[src/common/ntm_logistic_pkg.sv]
//////////////////////////////////////////////////////////////////////
// Shared definitions for the vector logistic block
// Q8.8 fixed-point types, PLAN sigmoid breakpoints and offsets,
// control FSM states and the operand bundle fed to the reducer
//////////////////////////////////////////////////////////////////////

package ntm_logistic_pkg;

  // Signed Q8.8 word, also used for unsigned values of the same width
  typedef logic [15:0] fixed_t;

  // Element index and vector size
  typedef logic [15:0] index_t;

  //////////////////////////////////////////////////////////////////////
  // Fixed-point constants
  //////////////////////////////////////////////////////////////////////

  localparam int     FRAC_BITS = 8;
  localparam fixed_t FIX_ONE   = 16'd256;
  localparam fixed_t FIX_HALF  = 16'd128;

  // Segment limits on the magnitude of x
  localparam fixed_t BP_ONE = 16'd256;
  // 2.375
  localparam fixed_t BP_MID = 16'd608;
  // 5.0, saturation
  localparam fixed_t BP_SAT = 16'd1280;

  // Segment offsets, 0.5 / 0.625 / 0.84375
  localparam fixed_t OFS_LOW  = 16'd128;
  localparam fixed_t OFS_MID  = 16'd160;
  localparam fixed_t OFS_HIGH = 16'd216;

  //////////////////////////////////////////////////////////////////////
  // Control types
  //////////////////////////////////////////////////////////////////////

  typedef enum logic [1:0] {
    ST_IDLE  = 2'd0,
    ST_INPUT = 2'd1,
    ST_WAIT  = 2'd2
  } logistic_state_t;

  // One reduction job
  typedef struct packed {
    fixed_t value;
    fixed_t modulo;
  } red_operand_t;

endpackage

[src/rtl/ntm_index_counter.sv]
//////////////////////////////////////////////////////////////////////
// Element index counter
// Latches the vector size at start and flags the last element
//////////////////////////////////////////////////////////////////////

`timescale 1ns/1ns

module ntm_index_counter (
  input  logic                     CLK,
  input  logic                     RST,
  input  logic                     count_clear,
  input  logic                     count_step,
  input  ntm_logistic_pkg::index_t size,
  output logic                     last
);

  import ntm_logistic_pkg::*;

  index_t index;
  index_t size_q;
  index_t last_index;

  // Index and latched size
  always_ff @(posedge CLK or posedge RST) begin
    if (RST) begin
      index  <= '0;
      size_q <= '0;
    end else if (count_clear) begin
      index  <= '0;
      size_q <= size;
    end else if (count_step) begin
      index <= index + index_t'(1);
    end
  end

  // Size of zero never sent by the source
  assign last_index = size_q - index_t'(1);

  // Level, high while the final element is in flight
  assign last = (index == last_index);

endmodule

[src/rtl/ntm_logistic_ctrl_fsm.sv]
//////////////////////////////////////////////////////////////////////
// Control FSM of the vector logistic block
// Accepts a vector start, admits one element at a time, waits for
// the reducer and raises the output strobes
//////////////////////////////////////////////////////////////////////

`timescale 1ns/1ns

module ntm_logistic_ctrl_fsm (
  input  logic CLK,
  input  logic RST,
  input  logic START,
  input  logic DATA_IN_ENABLE,
  input  logic last,
  input  logic done,
  output logic load,
  output logic count_clear,
  output logic count_step,
  output logic READY,
  output logic DATA_OUT_ENABLE
);

  import ntm_logistic_pkg::*;

  logistic_state_t state;
  logistic_state_t state_next;

  //////////////////////////////////////////////////////////////////////
  // Combinational strobes
  //////////////////////////////////////////////////////////////////////

  // Counter restarts in the cycle START is taken, SIZE_IN sampled there
  assign count_clear = (state == ST_IDLE) && START;

  // Element handed to the reducer in the same cycle
  assign load = (state == ST_INPUT) && DATA_IN_ENABLE;

  //////////////////////////////////////////////////////////////////////
  // Next state
  //////////////////////////////////////////////////////////////////////

  always_comb begin
    state_next = state;
    case (state)
      ST_IDLE: begin
        if (START) begin
          state_next = ST_INPUT;
        end
      end
      ST_INPUT: begin
        // Strobes elsewhere are dropped
        if (DATA_IN_ENABLE) begin
          state_next = ST_WAIT;
        end
      end
      ST_WAIT: begin
        if (done) begin
          // Loop again or close the vector
          state_next = last ? ST_IDLE : ST_INPUT;
        end
      end
      default: begin
        state_next = ST_IDLE;
      end
    endcase
  end

  //////////////////////////////////////////////////////////////////////
  // State and registered pulses
  //////////////////////////////////////////////////////////////////////

  always_ff @(posedge CLK or posedge RST) begin
    if (RST) begin
      state           <= ST_IDLE;
      count_step      <= 1'b0;
      READY           <= 1'b0;
      DATA_OUT_ENABLE <= 1'b0;
    end else begin
      state <= state_next;
      // Pulses last one cycle by default
      count_step      <= 1'b0;
      READY           <= 1'b0;
      DATA_OUT_ENABLE <= 1'b0;
      if ((state == ST_WAIT) && done) begin
        DATA_OUT_ENABLE <= 1'b1;
        // Final element ends the vector
        READY      <= last;
        count_step <= !last;
      end
    end
  end

endmodule

[src/rtl/ntm_vector_logistic_function.sv]
//////////////////////////////////////////////////////////////////////
// Vector logistic block, top level
// Applies the PLAN sigmoid to each element of a vector and reduces
// the result modulo MODULO_IN, one element in flight at a time
//////////////////////////////////////////////////////////////////////

`timescale 1ns/1ns

module ntm_vector_logistic_function (
  input  logic                     CLK,
  input  logic                     RST,
  input  logic                     START,
  input  ntm_logistic_pkg::index_t SIZE_IN,
  input  logic                     DATA_IN_ENABLE,
  input  ntm_logistic_pkg::fixed_t DATA_IN,
  input  ntm_logistic_pkg::fixed_t MODULO_IN,
  output logic                     READY,
  output logic                     DATA_OUT_ENABLE,
  output ntm_logistic_pkg::fixed_t DATA_OUT
);

  import ntm_logistic_pkg::*;

  // FSM to counter
  logic count_clear;
  logic count_step;
  logic last;

  // FSM to reducer
  logic load;
  logic done;

  // Datapath
  fixed_t       sigma;
  red_operand_t operand;

  //////////////////////////////////////////////////////////////////////
  // Control
  //////////////////////////////////////////////////////////////////////

  ntm_logistic_ctrl_fsm i_ctrl_fsm (
    .CLK             (CLK),
    .RST             (RST),
    .START           (START),
    .DATA_IN_ENABLE  (DATA_IN_ENABLE),
    .last            (last),
    .done            (done),
    .load            (load),
    .count_clear     (count_clear),
    .count_step      (count_step),
    .READY           (READY),
    .DATA_OUT_ENABLE (DATA_OUT_ENABLE)
  );

  ntm_index_counter i_index_counter (
    .CLK         (CLK),
    .RST         (RST),
    .count_clear (count_clear),
    .count_step  (count_step),
    .size        (SIZE_IN),
    .last        (last)
  );

  //////////////////////////////////////////////////////////////////////
  // Scalar datapath
  //////////////////////////////////////////////////////////////////////

  ntm_plan_sigmoid i_plan_sigmoid (
    .x     (DATA_IN),
    .sigma (sigma)
  );

  // Sampled by the reducer on load
  assign operand.value  = sigma;
  assign operand.modulo = MODULO_IN;

  ntm_modular_reducer i_modular_reducer (
    .CLK     (CLK),
    .RST     (RST),
    .load    (load),
    .operand (operand),
    .result  (DATA_OUT),
    .done    (done)
  );

endmodule

[src/scalar_logistic/ntm_modular_reducer.sv]
//////////////////////////////////////////////////////////////////////
// Modular reduction of a sigmoid value by repeated subtraction
// Latches the operand on load, pulses done when the remainder is
// below the modulus, result held until the next load
//////////////////////////////////////////////////////////////////////

`timescale 1ns/1ns

module ntm_modular_reducer (
  input  logic                           CLK,
  input  logic                           RST,
  input  logic                           load,
  input  ntm_logistic_pkg::red_operand_t operand,
  output ntm_logistic_pkg::fixed_t       result,
  output logic                           done
);

  import ntm_logistic_pkg::*;

  // Working copy of the job
  red_operand_t work;
  logic         busy;
  logic         finished;

  // Zero modulus means no reduction
  assign finished = (work.modulo == '0) || (work.value < work.modulo);

  //////////////////////////////////////////////////////////////////////
  // Control
  //////////////////////////////////////////////////////////////////////

  always_ff @(posedge CLK or posedge RST) begin
    if (RST) begin
      busy   <= 1'b0;
      done   <= 1'b0;
      result <= '0;
    end else begin
      done <= 1'b0;
      if (load) begin
        busy <= 1'b1;
      end else if (busy && finished) begin
        // One cycle after the remainder drops below the modulus
        busy   <= 1'b0;
        done   <= 1'b1;
        result <= work.value;
      end
    end
  end

  //////////////////////////////////////////////////////////////////////
  // Datapath
  //////////////////////////////////////////////////////////////////////

  always_ff @(posedge CLK) begin
    if (load) begin
      work <= operand;
    end else if (busy && !finished) begin
      // One subtraction per cycle
      work.value <= work.value - work.modulo;
    end
  end

endmodule

[src/scalar_logistic/ntm_plan_sigmoid.sv]
//////////////////////////////////////////////////////////////////////
// PLAN sigmoid approximation of one Q8.8 element
// Purely combinational, result lies between 0 and 1.0 (256)
//////////////////////////////////////////////////////////////////////

`timescale 1ns/1ns

module ntm_plan_sigmoid (
  input  ntm_logistic_pkg::fixed_t x,
  output ntm_logistic_pkg::fixed_t sigma
);

  import ntm_logistic_pkg::*;

  fixed_t mag;
  fixed_t pos_sigma;
  logic   neg;

  assign neg = x[15];

  // Magnitude, -32768 stays 0x8000 and saturates below
  assign mag = neg ? (~x + fixed_t'(1)) : x;

  //////////////////////////////////////////////////////////////////////
  // Segment select
  //////////////////////////////////////////////////////////////////////

  always_comb begin
    if (mag < BP_ONE) begin
      // |x| < 1.0, slope 1/4
      pos_sigma = (mag >> 2) + OFS_LOW;
    end else if (mag < BP_MID) begin
      // 1.0 <= |x| < 2.375, slope 1/8
      pos_sigma = (mag >> 3) + OFS_MID;
    end else if (mag < BP_SAT) begin
      // 2.375 <= |x| < 5.0, slope 1/32
      pos_sigma = (mag >> 5) + OFS_HIGH;
    end else begin
      pos_sigma = FIX_ONE;
    end
  end

  // Symmetry about 0.5
  assign sigma = neg ? (FIX_ONE - pos_sigma) : pos_sigma;

endmodule

[config.mk]
export PLATFORM = sky130hd
export DESIGN_NAME = ntm_vector_logistic_function
export DESIGN_NICKNAME = d
export VERILOG_FILES = /design/src/common/ntm_logistic_pkg.sv /design/src/rtl/ntm_index_counter.sv /design/src/rtl/ntm_logistic_ctrl_fsm.sv /design/src/rtl/ntm_vector_logistic_function.sv /design/src/scalar_logistic/ntm_modular_reducer.sv /design/src/scalar_logistic/ntm_plan_sigmoid.sv
export SDC_FILE = /design/constraint.sdc
export NUM_CORES = 1
export LEC_CHECK = 0
export BUFFER_PORTS_ARGS = -buffer_cell sky130_fd_sc_hd__buf_2
export CORE_MARGIN = 2
export CORE_UTILIZATION = 57
export CTS_CLUSTER_DIAMETER = 100
export CTS_CLUSTER_SIZE = 12
export DETAILED_ROUTE_END_ITERATION = 16
export PLACE_DENSITY = 0.78
export SLEW_MARGIN = 20
export SYNTH_ARGS = -nofsm -noshare
export SYNTH_HDL_FRONTEND = slang
export SYNTH_SLANG_ARGS = --single-unit
[constraint.sdc]
create_clock -name CLK -period 6.7 [get_ports CLK]
set_clock_uncertainty 0.15 [all_clocks]
set_input_delay 0.335 -clock CLK [delete_from_list [all_inputs] [get_ports CLK]]
set_output_delay 0.335 -clock CLK [all_outputs]
set_load 0.02 [all_outputs]
# ---- Yosys cells after proc, flatten, opt, wreduce, memory -nomap -nowiden
# Index checks and enable logic that the tools add are counted.
dict set report totals {
  register_bits 87
}
dict set report classes {
  n_addsub 8
  order_cmp 4
  eq_ne 6
  muxes 21
  bitwise_logic 2
  n_reduce_logical 15
}
# op n
set op_table {}
lappend op_table {{$mux W16} 9}
lappend op_table {{$add A16 B1 Y16 const B} 2}
lappend op_table {{$eq A16 B16 Y1} 1}
lappend op_table {{$logic_not A16 Y1} 1}
lappend op_table {{$lt A16 B10 Y1 const B} 1}
lappend op_table {{$lt A16 B11 Y1 const B} 1}
lappend op_table {{$lt A16 B16 Y1} 1}
lappend op_table {{$lt A16 B9 Y1 const B} 1}
lappend op_table {{$not A16 Y16} 1}
lappend op_table {{$sub A16 B1 Y16 const B} 1}
lappend op_table {{$sub A16 B16 Y16} 1}
lappend op_table {{$sub A9 B16 Y16 const A} 1}
lappend op_table {{$add A14 B8 Y15 const B} 1}
lappend op_table {{$add A13 B8 Y14 const B} 1}
lappend op_table {{$add A11 B8 Y12 const B} 1}
lappend op_table {{$mux W1} 8}
lappend op_table {{$mux W2} 3}
lappend op_table {{$pmux W2 S3} 1}
lappend op_table {{$reduce_bool A2 Y1} 3}
lappend op_table {{$logic_and A1 B1 Y1} 5}
lappend op_table {{$ne A2 B2 Y1 const B} 2}
lappend op_table {{$reduce_and A3 Y1} 1}
lappend op_table {{$eq A2 B1 Y1 const B} 1}
lappend op_table {{$eq A2 B2 Y1 const B} 1}
lappend op_table {{6 further kinds} 7}

# ---- Depth between registers and ports, before layout
dict set report logic_depth {
  word_depth 10
  depth_mapped 16
  ltp_nobuf 14
}

# ---- Cells and area by module
# A second synthesis with hierarchy kept.
dict set report unflattened {
  cells_unflattened 620
  hier_area_um2 6102.1
}
# module n_inst cells_each area_per_inst_um2
set modules_own_cells {}
lappend modules_own_cells {ntm_modular_reducer 1 230 2721.4}
lappend modules_own_cells {ntm_index_counter 1 185 1879.3}
lappend modules_own_cells {ntm_plan_sigmoid 1 186 1295.0}
lappend modules_own_cells {ntm_logistic_ctrl_fsm 1 19 206.4}

# ---- Least setup slack after synthesis
# OpenSTA, ideal clock, no wires.
dict set report synth_timing {
  kind {input to register}
  startpoint {input DATA_IN[3]}
  endpoint {register i_modular_reducer.work[24] in the netlist's numbering (data pin)}
  setup_time_ns 0.264
  arrival_ns 3.435
  slack_ns 2.851
  stages 16
  n_path_buf 2
  path_cell_list {or4_1 > buf_2 > o31ai_1 > xnor2_1 > inv_1 > ha_1 > inv_1 > clkbuf_1 > nor2_1 > a31oi_1 > a311o_1 > ha_1 > nand2_1 > nor4_1 > xnor2_1 > o21ai_1}
}
dict set report synth_via {
  elab_chain_len 10
  word_cells_on_any_way 15
}
# item line_no
set synth_lines {}
lappend synth_lines {{from (decl)} ntm_vector_logistic_function.sv:15} ;# input ntm_logistic_pkg::fixed_t DATA_IN,
lappend synth_lines {{$not A16 Y16} ntm_plan_sigmoid.sv:22} ;# assign mag = neg ? (~x + fixed_t'(1)) : x;
lappend synth_lines {{$add A16 B1 Y16} ntm_plan_sigmoid.sv:22}
lappend synth_lines {{$mux W16 (*)} ntm_plan_sigmoid.sv:22}
lappend synth_lines {{$lt A16 B11 Y1 or $add A11 B8 Y12 (tied branches)} {ntm_plan_sigmoid.sv:35, ntm_plan_sigmoid.sv:37}}
lappend synth_lines {{$mux W16} ntm_plan_sigmoid.sv:35} ;# end else if (mag < BP_SAT) begin
lappend synth_lines {{$mux W16} ntm_plan_sigmoid.sv:32} ;# end else if (mag < BP_MID) begin
lappend synth_lines {{$mux W16 (*)} ntm_plan_sigmoid.sv:29} ;# if (mag < BP_ONE) begin
lappend synth_lines {{$sub A9 B16 Y16} ntm_plan_sigmoid.sv:44} ;# assign sigma = neg ? (FIX_ONE - pos_sigma) : pos_sigma;
lappend synth_lines {{$mux W16 (*)} ntm_plan_sigmoid.sv:44}
lappend synth_lines {{$mux W16 (*)} ntm_modular_reducer.sv:55} ;# if (load) begin
lappend synth_lines {{to (signal assigned)} ntm_modular_reducer.sv:56} ;# work <= operand;
lappend synth_lines {{to (decl)} ntm_modular_reducer.sv:21} ;# red_operand_t work;
# Mark *: on every way between the ends. The rest lies on a longest branch, timed or not.
# A chain may end at the register's enable or synchronous reset.

# ---- Worst setup path after layout
dict set report layout_timing {
  startpoint {input DATA_IN[3]}
  endpoint {register i_modular_reducer.work[29] in the netlist's numbering (data pin)}
}
# Same word-level chain as after synthesis.

==> impl_metrics.toml <==
[sta]
tightest_slew_ns = 1.00
period_needed_ns = 4.40
fin_setup_tns_ns = 0
hold_viol = 23
fmax_mhz = 227
slew_headroom_pct = 33.0
drv_slew = 0
setup_violations = 0
fin_crit_sh_pct = 65.7
rsz0062_at_grt = "false"
final.hold.worst_slack_ns = -0.0188

[routing]
wire_per_inst_um = 15.9
initialDrtViolationCount = 310
vias = 4849
postRouteAntennaNets = 0
drc = 0
dr.pass1.iters = 5
vias_per_cell = 5.99
wl_um = 12900

[clock_network]
cts.path.max_buffers = 2
tritoncts = "built"
cts_buffers = 9
cts_root_buf = "clkbuf_8"
clkLatencyLatePin_ns = 0.37
cts-resized-gates = 0
path_clk_slew_ns = 0.08
htree_levels = 3
cts_sinks = 87

[hold_path]
hp-class = "in2async"

[cells_and_area]
final_cells = 809
antenna_cells = 0
nets = 750
final_cell_area_sq_um = 6490
mostFrequentLayoutCells = "buf_2, dfrtp_1, nor2_1, nand2_1"
area_delta_synth_final_pct = 13.3
layout_commonest_cell = "buf_2"
drive_above_1_share_pct = 19.8

[die]
io_pins = 70
dieArea_sq_um = 10900
die_h_um = 104
fp.dieW_um = 104
initial_core_util_pct = 58.6
fp-row-count = 36
core_sq_um = 9770

[critical_path]
critPathKind = "in2reg"
critPathLaunchType = "primary input"
arrival_ns = 4.37
critPathMaxFanout = 23
end_kind = "flop"
crit_required_ns = 6.67
r2r_cells = 11

[yosys]
ys_ff_latch = 87
async_reset_ff_share_pct = 63.2
yosysTopAreaCell = "dfrtp_1"
syn_inst = 599
ys.warnings.count = 0
synth_nets = 677
ys_types = 65
netlist.area_leader.share_pct = 24.0
postSynthAreaPerCell_sq_um = 9.57
netlist_area_sq_um = 5730
synth_edf_count = 32
synthFlopType = "dfrtp_1"
synthTopCellsByArea = "dfrtp_1, edfxtp_1, ha_1, xor2_1, mux2_2"
ys_seq_area_share_pct = 40.8

[global_route]
grt_max_degree = 56
grt_pass1_wl_um = 21400
antenna_found_initial = 0
grtUsageTotal_pct = 24.1
grt_overflow = 0
first_global_vias = 4653

[power]
p_int_uw = 1470
finalPower_uw = 2470
power_frac_clock_pct = 13.9
swShare_pct = 40.5
power_switching_uw = 999
power.density_nw_per_um2 = 380
max-vdd-ir-drop_v = 0.000206
pwr-share-seq_pct = 38.6
p_leak_uw = 0.00280
p_comb_share_pct = 47.5

[place]
portBuffers = 69
dpl_cell_area_sq_um = 6160
dp_hpwl_um = 9490
place_inst = 778
gp_congestion = 0.936

[job]
maxCapViolCount = 0

[run_status]
violations = "hold timing"
status = "complete, but fails checks"
## final timing paths
path / startpoint / endpoint / slack (ns)
max: DATA_IN[3] / i_modular_reducer.work[29]$_DFFE_PP_ / 2.30
min: RST / i_modular_reducer.result[13]$_DFFE_PP0P_ / -0.02
max reg2reg: i_modular_reducer.work[0]$_DFFE_PP_ / i_modular_reducer.result[7]$_DFFE_PP0P_ / 2.53
min reg2reg: i_modular_reducer.result[15]$_DFFE_PP0P_ / i_modular_reducer.result[15]$_DFFE_PP0P_ / 0.35
max in group asynchronous: RST / i_index_counter.size_q[14]$_DFFE_PP0P_ / 5.86
min in group CLK: SIZE_IN[0] / i_index_counter.size_q[0]$_DFFE_PP0P_ / 0.02
## worst max-delay path, cell delays in order
cell and delay [ns]:
buf_2 0.12, or4_1 0.69, o31ai_1 0.37, xnor2_1 0.27, inv_1 0.15, ha_1 0.63, inv_1 0.37, a31o_2 0.29
o21ai_1 0.27, nand3_1 0.26, o31ai_1 0.26, a21oi_1 0.16, a21o_1 0.19
## cell families (layout without fill, tap and decap cells)
kind of cell	after synthesis	after routing	synth area share [%]
AOI/OAI and AO/OA	134	134	16.7
adders and majority gates	26	26	5.81
buffers and inverters	58	135	3.91
xor gates and xnor gates	58	58	8.86
DFF	87	87	40.8
and+or+nand+nor	206	206	18.2
muxes	30	30	5.74
## per-layer routing
layer  global-route usage, %  share of wire [%]
met3                    4.76                5.3
met2                    40.5                 49
met5                       0                  0
met1                    30.3                 42
met4                    10.1                3.2
## flip-flops by register name (all words and copies together) (netlist names)
name	cells
i_index_counter.size_q	16
i_ctrl_fsm.DATA_OUT_ENABLE	1
i_modular_reducer.done	1
i_modular_reducer.work	32
i_modular_reducer.busy	1
i_modular_reducer.result	16
i_index_counter.index	16
i_ctrl_fsm.READY	1
i_ctrl_fsm.count_step	1
i_ctrl_fsm.state	2
## per-stage QoR
step / setup slack [ns] / util [%]
2_1_floorplan: 2.85 / -
3_3_place_gp: 2.21 / 63.0
3_5_place_dp: 2.06 / 63.0
4_1_cts: 2.44 / 66.4
5_1_grt: 1.99 / 66.4
6_report: 2.30 / 66.4
## power by group through the flow
stage / registers (uW) / logic, uW / clock network (uW)
floorplan: 957 / 863 / 0
global placement: 953 / 1100 / 0
detailed placement: 959 / 1150 / 0
CTS: 951 / 1170 / 348
global route: 977 / 1300 / 372
finish: 953 / 1170 / 343
## timing repair
action | CTS | global route
hold buffers | 16 | 0
setup buffers | 0 | 0
hold endpoints to repair | 16 | 0
## layout make-up
class | instances | area [sq um]
multi-input combinational | 454 | 3170
clock inverter | 2 | 15.0
sequential | 87 | 2340
clock buffer | 13 | 160
tap | 133 | 166
inverter | 34 | 129
timing repair buffer | 86 | 513
fill | 812 | 3280
## synth_stat cells, types with 8 or more instances
| cell type | number |
|---|---|
| nor2_1 | 53 |
| xor2_1 | 32 |
| dfrtp_1 | 55 |
| mux2_2 | 23 |
| edfxtp_1 | 32 |
| a221o_1 | 8 |
| nand4_1 | 9 |
| clkbuf_1 | 18 |
| xnor2_1 | 26 |
| or2_2 | 10 |
| inv_1 | 33 |
| nand2_1 | 45 |
| nand3_1 | 24 |
| a31oi_1 | 9 |
| or3_1 | 9 |
| nor4_1 | 11 |
| ha_1 | 25 |
| a21oi_1 | 31 |
| o21ai_0 | 24 |
(Power assumes the default switching activity.)
